$ cat src/hw/bcp_macros.svh
`ifndef BCP_MACROS_SVH
`define BCP_MACROS_SVH

// #####################################################################
// matrix size
// #####################################################################

`define N_VARS 4        // one column per variable.
`define N_CLAUSES 4     // one row per clause.
`define CLAUSE_IDX_W 2  // wide enough to address every row.

`endif

$ cat src/hw/bcp_ctrl_pkg.sv
`include "bcp_macros.svh"

package bcp_ctrl_pkg;

    typedef enum logic [2:0] {
        IDLE,
        DECIDE,
        PROPAGATE,
        MARK,
        FINISH
    } bcp_state_t;

    // selects the variable a host decision applies to.
    typedef logic [$clog2(`N_VARS)-1:0] var_idx_t;

endpackage

$ cat src/hw/sat_lit_pkg.sv
package sat_lit_pkg;

    // literal held by a clause on one variable.
    typedef logic [1:0] lit_code_t;

    // polarity in the upper two bits, implied flag in bit 0.
    typedef logic [2:0] var_val_t;

    // saturating count of free literals along a row.
    typedef logic [1:0] free_cnt_t;

    localparam lit_code_t LIT_ABSENT = 2'b00;
    localparam lit_code_t LIT_POS = 2'b10;
    localparam lit_code_t LIT_NEG = 2'b01;

    localparam logic [1:0] POL_FREE = 2'b00;
    localparam logic [1:0] POL_TRUE = 2'b10;
    localparam logic [1:0] POL_FALSE = 2'b01;
    localparam logic [1:0] POL_CONFLICT = 2'b11;  // both polarities were driven.

    localparam free_cnt_t CNT_NONE = 2'b00;
    localparam free_cnt_t CNT_ONE = 2'b01;
    localparam free_cnt_t CNT_MANY = 2'b11;

endpackage

$ cat src/hw/var_bus_if.sv
`timescale 1ns/10ps
`include "bcp_macros.svh"

interface var_bus_if
    import sat_lit_pkg::*, bcp_ctrl_pkg::*;
();

    var_val_t [`N_VARS-1:0] cur_val;
    var_val_t [`N_VARS-1:0] row_val [`N_CLAUSES];  // each row fills its own entry.
    var_val_t [`N_VARS-1:0] imp_val;

    logic [`N_CLAUSES-1:0] row_unit;
    logic [`N_CLAUSES-1:0] row_false;
    logic [`N_CLAUSES-1:0] row_cclause;
    logic unit_any;
    logic false_any;
    logic cclause_any;

    logic round_en;
    logic mark_en;
    logic dec_en;
    var_idx_t dec_var;
    logic dec_val;
    logic changed;
    logic conflict;

    // the columns are wired-or across all rows.
    always_comb begin
        imp_val = '0;
        for (int r = 0; r < `N_CLAUSES; r++) begin
            imp_val = imp_val | row_val[r];
        end
    end

    assign unit_any = |row_unit;
    assign false_any = |row_false;
    assign cclause_any = |row_cclause;

    modport tbl (
        input  imp_val, round_en, mark_en, dec_en, dec_var, dec_val,
        output cur_val, changed, conflict
    );

    modport rows (
        input  cur_val, round_en,
        output row_val
    );

    modport ctrl (
        input  unit_any, false_any, cclause_any, changed, conflict,
        output round_en, mark_en, dec_en, dec_var, dec_val
    );

endinterface

$ cat src/hw/bcp_ctrl.sv
`timescale 1ns/10ps

module bcp_ctrl
    import bcp_ctrl_pkg::*;
(
    input  logic     clk,
    input  logic     rst,
    input  logic     decide_i,
    input  var_idx_t decide_var_i,
    input  logic     decide_val_i,
    var_bus_if.ctrl  bus,
    output logic     cclause_drv_o,
    output logic     done_o,
    output logic     conflict_o
);

    bcp_state_t state_r;
    bcp_state_t state_nxt;
    var_idx_t   dec_var_r;
    logic       dec_val_r;
    logic       fail_r;
    logic       start;
    logic       fail;
    logic       stop;

    assign start = (state_r == IDLE) && decide_i;
    assign fail = bus.conflict || bus.false_any;
    assign stop = !bus.changed || fail;

    always_comb begin
        state_nxt = state_r;
        case (state_r)
            IDLE:      if (decide_i) state_nxt = DECIDE;
            DECIDE:    state_nxt = PROPAGATE;
            PROPAGATE: if (stop) state_nxt = fail ? MARK : FINISH;
            MARK:      state_nxt = FINISH;
            FINISH:    state_nxt = IDLE;
            default:   state_nxt = IDLE;
        endcase
    end

    always_ff @(posedge clk) begin
        if (!rst) begin
            state_r <= IDLE;
        end else begin
            state_r <= state_nxt;
        end
    end

    always_ff @(posedge clk) begin
        if (start) begin
            dec_var_r <= decide_var_i;
            dec_val_r <= decide_val_i;
        end
    end

    always_ff @(posedge clk) begin
        if (!rst) begin
            fail_r <= 1'b0;
        end else if (start) begin
            fail_r <= 1'b0;
        end else if (state_r == PROPAGATE && stop && fail) begin
            fail_r <= 1'b1;
        end
    end

    assign bus.dec_en = (state_r == DECIDE);
    assign bus.dec_var = dec_var_r;
    assign bus.dec_val = dec_val_r;
    assign bus.round_en = (state_r == PROPAGATE);
    assign bus.mark_en = (state_r == MARK);
    assign cclause_drv_o = (state_r == MARK);

    assign done_o = (state_r == FINISH);
    assign conflict_o = fail_r && (state_r == FINISH || state_r == IDLE);

    // a unit row always finds a free column, so the table must move.
    a_unit_moves : assert property (@(posedge clk) disable iff (!rst)
        (bus.round_en && bus.unit_any) |-> bus.changed);

    a_cclause_has_conflict : assert property (@(posedge clk) disable iff (!rst)
        bus.cclause_any |-> bus.conflict);

endmodule

$ cat src/hw/bcp_top.sv
`timescale 1ns/10ps
`include "bcp_macros.svh"

module bcp_top
    import sat_lit_pkg::*, bcp_ctrl_pkg::*;
(
    input  logic                      clk,
    input  logic                      rst,
    input  logic                      clause_wr_i,
    input  logic [`CLAUSE_IDX_W-1:0]  clause_idx_i,
    input  lit_code_t [`N_VARS-1:0]   clause_lits_i,
    input  logic                      decide_i,
    input  var_idx_t                  decide_var_i,
    input  logic                      decide_val_i,
    output logic                      done_o,
    output logic                      conflict_o,
    output var_val_t [`N_VARS-1:0]    assign_o,
    output logic [`N_VARS-1:0]        conflict_vars_o
);

    logic cclause_drv;

    var_bus_if bus ();

    genvar g;
    generate
        for (g = 0; g < `N_CLAUSES; g++) begin : g_row
            clause_row #(
                .ROW_IDX (g)
            ) u_row (
                .clk           (clk),
                .rst           (rst),
                .wr_i          (clause_wr_i && (int'(clause_idx_i) == g)),
                .lits_i        (clause_lits_i),
                .cclause_drv_i (cclause_drv),
                .bus           (bus.rows),
                .unit_o        (bus.row_unit[g]),
                .false_o       (bus.row_false[g]),
                .cclause_o     (bus.row_cclause[g])
            );
        end
    endgenerate

    var_table u_table (
        .clk             (clk),
        .rst             (rst),
        .bus             (bus.tbl),
        .assign_o        (assign_o),
        .conflict_vars_o (conflict_vars_o)
    );

    bcp_ctrl u_ctrl (
        .clk           (clk),
        .rst           (rst),
        .decide_i      (decide_i),
        .decide_var_i  (decide_var_i),
        .decide_val_i  (decide_val_i),
        .bus           (bus.ctrl),
        .cclause_drv_o (cclause_drv),
        .done_o        (done_o),
        .conflict_o    (conflict_o)
    );

endmodule

$ cat src/hw/clause_row.sv
`timescale 1ns/10ps
`include "bcp_macros.svh"

module clause_row
    import sat_lit_pkg::*;
#(
    parameter int ROW_IDX = 0
) (
    input  logic                    clk,
    input  logic                    rst,
    input  logic                    wr_i,
    input  lit_code_t [`N_VARS-1:0] lits_i,
    input  logic                    cclause_drv_i,
    var_bus_if.rows                 bus,
    output logic                    unit_o,
    output logic                    false_o,
    output logic                    cclause_o
);

    free_cnt_t [`N_VARS:0]   cnt;
    lit_code_t [`N_VARS-1:0] lit_q;
    logic [`N_VARS-1:0]      sat_v;
    logic [`N_VARS-1:0]      ccl_v;
    logic                    satisfied;
    logic                    imp_drv;
    logic                    mark_drv;

    assign cnt[0] = CNT_NONE;

    genvar g;
    generate
        for (g = 0; g < `N_VARS; g++) begin : g_cell
            lit_cell u_cell (
                .clk             (clk),
                .rst             (rst),
                .var_value_i     (bus.cur_val[g]),
                .var_value_o     (bus.row_val[ROW_IDX][g]),
                .wr_i            (wr_i),
                .lit_i           (lits_i[g]),
                .lit_o           (lit_q[g]),
                .freelitcnt_pre  (cnt[g]),
                .freelitcnt_next (cnt[g+1]),
                .imp_drv_i       (imp_drv),
                .cclause_o       (ccl_v[g]),
                .cclause_drv_i   (mark_drv),
                .clausesat_o     (sat_v[g])
            );
        end
    endgenerate

    assign satisfied = |sat_v;
    assign unit_o = (cnt[`N_VARS] == CNT_ONE) && !satisfied;
    assign false_o = (|lit_q) && (cnt[`N_VARS] == CNT_NONE) && !satisfied;
    assign cclause_o = |ccl_v;

    assign imp_drv = unit_o && bus.round_en;     // implications only land inside a round.
    assign mark_drv = cclause_drv_i && cclause_o;

    a_unit_not_false : assert property (@(posedge clk) disable iff (!rst)
        !(unit_o && false_o));

endmodule

$ cat src/hw/lit_cell.sv
`timescale 1ns/10ps

module lit_cell
    import sat_lit_pkg::*;
(
    input  logic      clk,
    input  logic      rst,

    input  var_val_t  var_value_i,
    output var_val_t  var_value_o,

    input  logic      wr_i,
    input  lit_code_t lit_i,
    output lit_code_t lit_o,

    input  free_cnt_t freelitcnt_pre,
    output free_cnt_t freelitcnt_next,

    input  logic      imp_drv_i,

    output logic      cclause_o,
    input  logic      cclause_drv_i,

    output logic      clausesat_o
);

    lit_code_t lit_r;
    logic      implied_r;
    logic      participate;
    logic      isfree;
    logic      drive_imp;

    assign participate = (lit_r != LIT_ABSENT);
    assign isfree = (var_value_i[2:1] == POL_FREE);
    assign drive_imp = participate && isfree && imp_drv_i;

    assign clausesat_o = participate && (lit_r == var_value_i[2:1]);
    assign cclause_o = participate && implied_r && (var_value_i[2:1] == POL_CONFLICT);
    assign lit_o = lit_r;

    always_comb begin
        if (participate && isfree) begin
            freelitcnt_next = (freelitcnt_pre == CNT_NONE) ? CNT_ONE : CNT_MANY;
        end else begin
            freelitcnt_next = freelitcnt_pre;
        end
    end

    // the literal code doubles as the polarity it forces.
    always_comb begin
        if (drive_imp) begin
            var_value_o = {lit_r, 1'b1};
        end else if (participate && cclause_drv_i) begin
            var_value_o = {POL_CONFLICT, implied_r};
        end else begin
            var_value_o = {POL_FREE, implied_r};
        end
    end

    always_ff @(posedge clk) begin
        if (!rst) begin
            implied_r <= 1'b0;
        end else if (drive_imp) begin
            implied_r <= 1'b1;  // sticky until the next formula.
        end
    end

    always_ff @(posedge clk) begin
        if (!rst) begin
            lit_r <= LIT_ABSENT;
        end else if (wr_i) begin
            lit_r <= lit_i;
        end
    end

    // an implying cell is the only free literal of its row.
    a_first_free : assert property (@(posedge clk) disable iff (!rst)
        drive_imp |-> (freelitcnt_pre == CNT_NONE && freelitcnt_next == CNT_ONE));

endmodule

$ cat src/hw/var_table.sv
`timescale 1ns/10ps
`include "bcp_macros.svh"

module var_table
    import sat_lit_pkg::*;
(
    input  logic                   clk,
    input  logic                   rst,
    var_bus_if.tbl                 bus,
    output var_val_t [`N_VARS-1:0] assign_o,
    output logic [`N_VARS-1:0]     conflict_vars_o
);

    var_val_t [`N_VARS-1:0] val_r;
    var_val_t [`N_VARS-1:0] next_val;
    logic [`N_VARS-1:0]     mask_r;

    // #####################################################################
    // next value
    // #####################################################################

    always_comb begin
        next_val = val_r;
        for (int v = 0; v < `N_VARS; v++) begin
            if (bus.dec_en && int'(bus.dec_var) == v) begin
                next_val[v][2:1] = next_val[v][2:1] | (bus.dec_val ? POL_TRUE : POL_FALSE);
            end
            if (bus.round_en) begin
                next_val[v] = next_val[v] | bus.imp_val[v];
            end
        end
    end

    always_comb begin
        bus.conflict = 1'b0;
        for (int v = 0; v < `N_VARS; v++) begin
            if (next_val[v][2:1] == POL_CONFLICT) begin
                bus.conflict = 1'b1;
            end
        end
    end

    assign bus.changed = (next_val != val_r);

    // #####################################################################
    // state
    // #####################################################################

    always_ff @(posedge clk) begin
        if (!rst) begin
            val_r <= '0;
        end else begin
            val_r <= next_val;  // holds when neither a decision nor a round is active.
        end
    end

    always_ff @(posedge clk) begin
        if (!rst) begin
            mask_r <= '0;
        end else if (bus.dec_en) begin
            mask_r <= '0;
        end else if (bus.mark_en) begin
            for (int v = 0; v < `N_VARS; v++) begin
                mask_r[v] <= (bus.imp_val[v][2:1] == POL_CONFLICT);
            end
        end
    end

    assign bus.cur_val = val_r;
    assign assign_o = val_r;
    assign conflict_vars_o = mask_r;

    a_round_xor_mark : assert property (@(posedge clk) disable iff (!rst)
        !(bus.round_en && bus.mark_en));

endmodule

$ cat config.mk
export PLATFORM = sky130hd
export DESIGN_NAME = bcp_top
export DESIGN_NICKNAME = d
export VERILOG_FILES = /design/src/hw/bcp_ctrl_pkg.sv /design/src/hw/sat_lit_pkg.sv /design/src/hw/var_bus_if.sv /design/src/hw/bcp_ctrl.sv /design/src/hw/bcp_top.sv /design/src/hw/clause_row.sv /design/src/hw/lit_cell.sv /design/src/hw/var_table.sv
export VERILOG_INCLUDE_DIRS = /design/src /design/src/hw
export SDC_FILE = /design/constraint.sdc
export NUM_CORES = 1
export LEC_CHECK = 0
export BUFFER_PORTS_ARGS = -buffer_cell sky130_fd_sc_hd__buf_4
export CORE_ASPECT_RATIO = 1.25
export CORE_MARGIN = 2
export CORE_UTILIZATION = 63
export CTS_BUF_LIST = sky130_fd_sc_hd__clkbuf_2
export CTS_CLUSTER_DIAMETER = 100
export DETAILED_ROUTE_END_ITERATION = 6
export GPL_ROUTABILITY_DRIVEN = 0
export PLACE_DENSITY_LB_ADDON = 0.08
export SYNTH_ARGS = -nofsm -noshare
export SYNTH_HDL_FRONTEND = slang
export SYNTH_SLANG_ARGS = --single-unit
$ cat constraint.sdc
create_clock -name clk -period 3.3 [get_ports clk]
set_input_delay 0.165 -clock clk [delete_from_list [all_inputs] [get_ports clk]]
set_output_delay 0.165 -clock clk [all_outputs]
set_load 0.02 [all_outputs]
Yosys cells after proc, flatten, opt, wreduce, memory -nomap -nowiden
Cells that the tools add are included.
{ "classes": {"n_addsub": 0, "mul": 0, "div_mod_pow": 0, "n_shift": 0, "bitwise_logic": 12, "reduce_logical": 191, "eq_ne": 45, "magnitude_cmp": 0, "muxes": 77} }
{ "op_table": {"columns": ["cell", "count"], "rows": [
  ["$logic_and A1 B1 Y1", 128],
  ["$mux W3", 39],
  ["$mux W2", 29],
  ["$logic_not A2 Y1", 22],
  ["$or A12 B12 Y12", 3],
  ["$reduce_or A4 Y1", 9],
  ["$eq A2 B2 Y1", 16],
  ["$eq A2 B2 Y1 const B", 16],
  ["$reduce_bool A2 Y1", 16],
  ["$reduce_or A8 Y1", 4],
  ["$eq A2 B1 Y1 const B", 6],
  ["$ne A12 B12 Y1", 1],
  ["$or A3 B3 Y3", 4],
  ["$pmux W3 S4", 1],
  ["$mux W1", 8],
  ["$or A2 B2 Y2", 4],
  ["$eq A3 B2 Y1 const B", 2],
  ["$logic_not A1 Y1", 5],
  ["$ne A2 B2 Y1 const B", 2],
  ["$reduce_or A2 Y1", 2],
  ["$eq A3 B1 Y1 const B", 1],
  ["$eq A3 B3 Y1 const B", 1],
  ["$logic_not A3 Y1", 1],
  ["$logic_or A1 B1 Y1", 3],
  ["2 further kinds", 2]
]} }
{ "totals": {"romBits": 0, "ff_bits": 71, "memories": 0, "wordCells": 366, "inputBits": 17, "out_inout_bits": 18, "mem_bits_rw": 0, "latchBits": 0} }

Logic depth before layout (Yosys ltp)
{ "depth": {"word_depth": 31, "mapped_depth": 13, "mapped_depth_nobuf": 10} }

Worst setup path after synthesis
Ideal clock, no wire load.
{ "synth_path": {"path_kind": "register to register", "startpoint": "register u_table.val_r, in the netlist u_table.assign_o[2]", "endpoint": "register u_ctrl.state_r[1]", "path_buffers": 2, "t_arrival_ns": 2.745, "path_stages_with_launch": 13, "period_less_slack_ns": 2.869, "setup_ns": 0.124, "path_slack_ns": 0.431, "required_ns": 3.176, "path_cell_list": "dfxtp_1 > buf_6 > or2_4 > buf_6 > o221ai_1 > a21oi_2 > o21ai_4 > o221ai_1 > a21oi_1 > o22ai_1 > or4_1 > o311ai_1 > a21oi_1"} }
{ "synth_via": {"elab_chain_cells": 31, "elab_cells_between_ends": 193, "classes_between": "15 x eq/ne; 72 x mux; 8 x bitwise; 98 x reduce/logical"} }
{ "synth_rtl": {"columns": ["element", "line", "source"], "rows": [
  ["start: declaration", "var_table.sv:14", "var_val_t [`N_VARS-1:0] val_r;"],
  ["start signal: assignment", "var_table.sv:53", "val_r <= next_val;"],
  ["$logic_not A2 Y1", "lit_cell.sv:34", "assign isfree = (var_value_i[2:1] == POL_FREE);"],
  ["$logic_and A1 B1 Y1", "lit_cell.sv:35, lit_cell.sv:42", null],
  ["$mux W1", "lit_cell.sv:42", "if (participate && isfree) begin"],
  ["$logic_not A2 Y1", "lit_cell.sv:43", "freelitcnt_next = (freelitcnt_pre == CNT_NONE) ? CNT_ONE : CNT_MANY;"],
  ["$mux W2", "lit_cell.sv:43", null],
  ["$mux W2", "lit_cell.sv:42", null],
  ["$logic_not A2 Y1", "lit_cell.sv:43", null],
  ["$mux W2", "lit_cell.sv:43", null],
  ["(+12 left out)", null, null],
  ["$or A3 B3 Y3", "var_table.sv:29", "next_val[v] = next_val[v] | bus.imp_val[v];"],
  ["$mux W3", "var_table.sv:28", "if (bus.round_en) begin"],
  ["$eq A2 B2 Y1", "var_table.sv:37", "if (next_val[v][2:1] == POL_CONFLICT) begin"],
  ["$mux W1 (4 in series)", "var_table.sv:37", null],
  ["$logic_or A1 B1 Y1", "bcp_ctrl.sv:27", "assign fail = bus.conflict || bus.false_any;"],
  ["$mux W3 or $logic_or A1 B1 Y1 (tied branches)", "bcp_ctrl.sv:35, bcp_ctrl.sv:28", null],
  ["$mux W3 or $ne A2 B2 Y1 (tied branches)", null, null],
  ["$pmux W3 S4 or $reduce_and A2 Y1 (tied branches)", null, null],
  ["end signal: assignment", "bcp_ctrl.sv:46", "state_r <= state_nxt;"],
  ["end: declaration", "bcp_ctrl.sv:17", "bcp_state_t state_r;"]
]} }
Parallel ways exist; a longest one is shown, timed or not. The select of a mux whose other input is x is not followed.
A chain may end at the register's enable or synchronous reset.

Worst setup path after layout
{ "layout_path": {"startpoint": "register u_table.val_r, in the netlist u_table.assign_o[8]", "endpoint": "register u_ctrl.state_r[2]"} }
{ "layout_via": {"elab_chain_cells": 25, "elab_cells_between_ends": 169, "classes_between": "15 x eq/ne; 56 x mux; 8 x bitwise; 90 x reduce/logical"} }
{ "layout_rtl": {"columns": ["element", "line", "source"], "rows": [
  ["$logic_not A2 Y1", "lit_cell.sv:34", null],
  ["$logic_and A1 B1 Y1", "lit_cell.sv:35, lit_cell.sv:42", null],
  ["$mux W2", "lit_cell.sv:42", null],
  ["$logic_not A2 Y1", "lit_cell.sv:43", null],
  ["$mux W2", "lit_cell.sv:43", null],
  ["$mux W2", "lit_cell.sv:42", null],
  ["$eq A2 B1 Y1", "clause_row.sv:52", "assign unit_o = (cnt[`N_VARS] == CNT_ONE) && !satisfied;"],
  ["$logic_and A1 B1 Y1", "clause_row.sv:52", null],
  ["(+6 left out)", null, null],
  ["$or A3 B3 Y3", "var_table.sv:29", null],
  ["$mux W3", "var_table.sv:28", null],
  ["$eq A2 B2 Y1", "var_table.sv:37", null],
  ["$mux W1 (4 in series)", "var_table.sv:37", null],
  ["$logic_or A1 B1 Y1", "bcp_ctrl.sv:27", null],
  ["$mux W3 or $logic_or A1 B1 Y1 (tied branches)", "bcp_ctrl.sv:35, bcp_ctrl.sv:28", null],
  ["$mux W3 or $ne A2 B2 Y1 (tied branches)", null, null],
  ["$pmux W3 S4 or $reduce_and A2 Y1 (tied branches)", null, null]
]} }
Parallel ways exist; a longest one is shown, timed or not. The select of a mux whose other input is x is not followed.

==> impl_metrics.py <==
metrics = {
    "setup_path": {
        "cp-startpoint": "u_table.assign_o[8]$_SDFF_PN0_",
        "rr_endpoint": "u_ctrl.state_r[2]$_SDFFE_PN0P_",
        "cp_max_fo": 7,
        "end_kind": "flop",
        "critPathKind": "reg2reg",
        "crit_end": "u_ctrl.state_r[2]$_SDFFE_PN0P_",
        "r2r_slack_ns": 0.04,
        "worstReg2RegStart": "u_table.assign_o[8]$_SDFF_PN0_",
        "crit_arrival_ns": 3.78,
        "worstRegToRegCells": 11,
        "cp.required_ns": 3.82,
        "crit_path_start_kind": "flop",
    },
    "sta": {
        "finalSetupViolations": 0,
        "tightest_slew_ns": 0.952,
        "hold_violations": 0,
        "finalClockSkew_ns": 0.0379,
        "fmax_mhz": 307,
        "period_share_pct": 98.8,
        "drv_slew": 0,
        "period_minus_slack_ns": 3.26,
        "maxSlewHeadroom_pct": 36.3,
        "hold_slack_ns": 0.0528,
        "setup_slack_ns": 0.0383,
        "rsz0062_at_grt": "no",
    },
    "cells_and_area": {
        "fill_cells": 520,
        "final_area_um2": 5400,
        "areaGrowthSynthToFinish_pct": 18.4,
        "drive_above_1_share_pct": 21.9,
        "nNetsFinal": 633,
        "finish.utilization_pct": 77.5,
        "diodes": 0,
        "regArea_um2": 1460,
        "multiInputGateArea_um2": 2990,
    },
    "route": {
        "postRouteAntennaNets": 0,
        "drc_errors": 42,
        "dr_total_vias": 5086,
        "drt-initial-drc-count": 915,
        "postRouteWirelength_um": 16400,
        "drtPass1Iterations": 7,
        "wire_per_inst_um": 23.0,
        "viasPerCell": 7.15,
    },
    "die": {
        "die_y_um": 99.2,
        "io_pins": 35,
        "std_cell_rows": 34,
        "die-area_um2": 7950,
        "core_area_um2": 6980,
        "initial_core_util_pct": 65.4,
        "die_w_um": 80.1,
    },
    "logic_synthesis": {
        "synth_commonest_cells": "dfxtp_1, nor2b_1, nor2_1, nand2_1, mux2i_1",
        "syn_inst": 553,
        "yosysSeqAreaShare_pct": 31.8,
        "synth-edff-count": 3,
        "netlist_top_cells_area": "dfxtp_1, mux2i_1, nor2b_1",
        "synthArstFlopShare_pct": 0,
        "ys_seq_elements": 71,
        "synthFlopType": "dfxtp_1",
        "synth_warnings": 0,
        "synth_top_area_cell": "dfxtp_1",
        "synth_top_area_share_pct": 29.8,
        "yosys.cell_types.count": 65,
        "synth.most_common_cell": "dfxtp_1",
        "avgSynthCellArea_um2": 8.26,
        "synth.net_count": 570,
        "syn-cell-area_um2": 4570,
    },
    "placement": {
        "port_buffers": 34,
        "pre_cts_slack_ns": -0.0186,
        "post-dp-hpwl_um": 11600,
        "placed_area_um2": 5090,
    },
    "power": {
        "vdd_drop_max_mv": 0.255,
        "finalPower_uw": 1930,
        "leakage_uw": 0.00214,
        "power_density_nw_per_um2": 357,
    },
    "global_routing": {
        "overflow": 0,
        "grt_pass1_vias": 4977,
        "grt_pass1_wl_um": 25600,
        "grt_usage_pct": 42.2,
        "antenna_found_initial": 0,
        "grt_max_degree": 66,
    },
    "run_status": {
        "violations": "DRC",
        "outcome": "finished with violations",
    },
    "cts": {
        "cts.htree.levels": 3,
        "clock-root-buffer": "clkbuf_2",
        "clk_latency_ns": 0.59,
        "cts_sinks": 71,
        "cts_buffers": 9,
        "cts_tree": "yes",
        "path_clk_slew_ns": 0.22,
        "clockBufferDepth": 2,
    },
    "hold_path": {
        "whs_path_depth": 3,
        "hold_class": "in2reg",
    },
    "flow_run": {
        "cap_violations": 0,
    },
}
placed cells by master (no fill, tap or decap), types with 9 or more instances in the layout:
cell	instances
nor2_1	44
dlygate4sd3_1	12
buf_4	72
o221ai_1	13
nor3_1	18
nand3_1	16
nand4_1	14
dfxtp_1	61
o22ai_1	19
inv_1	14
o21a_1	9
nor2b_1	48
nand2_1	37
clkbuf_2	10
xor2_1	16
nor4bb_1	15
mux2i_1	31
a31oi_1	10
a21oi_1	28
area by class of cell:
class                           instances  area share (%)
Timing Repair Buffer                   86            13.0
Clock buffer                           10           0.926
Sequential cell                        71            27.0
Clock inverter                          6           0.695
Multi-Input combinational cell        433            55.3
Tap cell                               90            2.08
Inverter                               15            1.04
worst max-delay path, stage by stage, from the launching register on:
cell and delay (ns):
dfxtp_1 0.57, buf_4 0.20, nor4bb_1 0.05, or4_1 0.56, nor3_2 0.33, o21ai_4 0.17, nor3_1 0.35, a21oi_1 0.23
o221ai_1 0.22, or3_1 0.23, nor3_1 0.06, o2111a_1 0.22
layer usage:
metal / share of wire (%) / global-route usage (%) / up-vias
met5: 0 / 0 / -
met3: 11 / 10.9 / 156
met1: 36 / 51.0 / 2324
li1: - / - / 2191
met2: 44 / 64.9 / 415
met4: 8.7 / 29.1 / 0
report_power, final:
part	internal [uW]	total, uW	switching [uW]
clock	97.5	427	329
sequential	897	959	62.2
combinational	223	546	322
total	1220	1930	714
flip-flops by register name (all words and copies together) (netlist names):
signal,cells
g_row.u_row.g_cell.u_cell.implied_r,16
u_table.conflict_vars_o,4
u_ctrl.bus.dec_var,2
u_ctrl.bus.dec_val,1
u_table.assign_o,12
u_ctrl.state_r,3
u_ctrl.fail_r,1
g_row.u_row.g_cell.u_cell.lit_o,32
logic make-up (layout without fill, tap and decap cells):
kind of cell	count (synthesis)	count (layout)	synth area share [%]
compound gates	138	138	22.2
mux	32	32	7.04
xor+xnor	16	16	3.07
buf+inv	49	117	5.07
simple gates	247	247	30.9
flops	71	71	31.8
through the flow:
step           std cells  TNS [ns]
4_1_cts              710         0
3_3_place_gp         682         0
3_5_place_dp         682   -0.0186
6_report             711         0
2_1_floorplan        553         0
5_1_grt              711         0
worst min-delay path by stage:
stage	start	end	slack, ns
after detailed placement	decide_var_i[0]	u_ctrl.bus.dec_var[0]$_DFFE_PP_	0.34
after CTS	rst	u_ctrl.state_r[1]$_SDFFE_PN0P_	0.05
after global placement	decide_val_i	u_ctrl.bus.dec_val$_DFFE_PP_	0.34
final	rst	u_ctrl.state_r[1]$_SDFFE_PN0P_	0.05
after global routing	clause_idx_i[0]	g_row[0].u_row.g_cell[2].u_cell.lit_o[0]$_SDFFE_PN0P_	0.06
after floorplan	decide_val_i	u_ctrl.bus.dec_val$_DFFE_PP_	0.26
timing repair:
| item | CTS | global route |
|---|---|---|
| setup buffers | 0 | 1 |
| gates resized for setup | 2 | 22 |
| pin swaps | 0 | 1 |
| hold endpoints to repair | 36 | 0 |
| hold buffers | 12 | 0 |
| setup endpoints to repair | 2 | 4 |
Note: power is estimated with default switching activity, not from simulation.
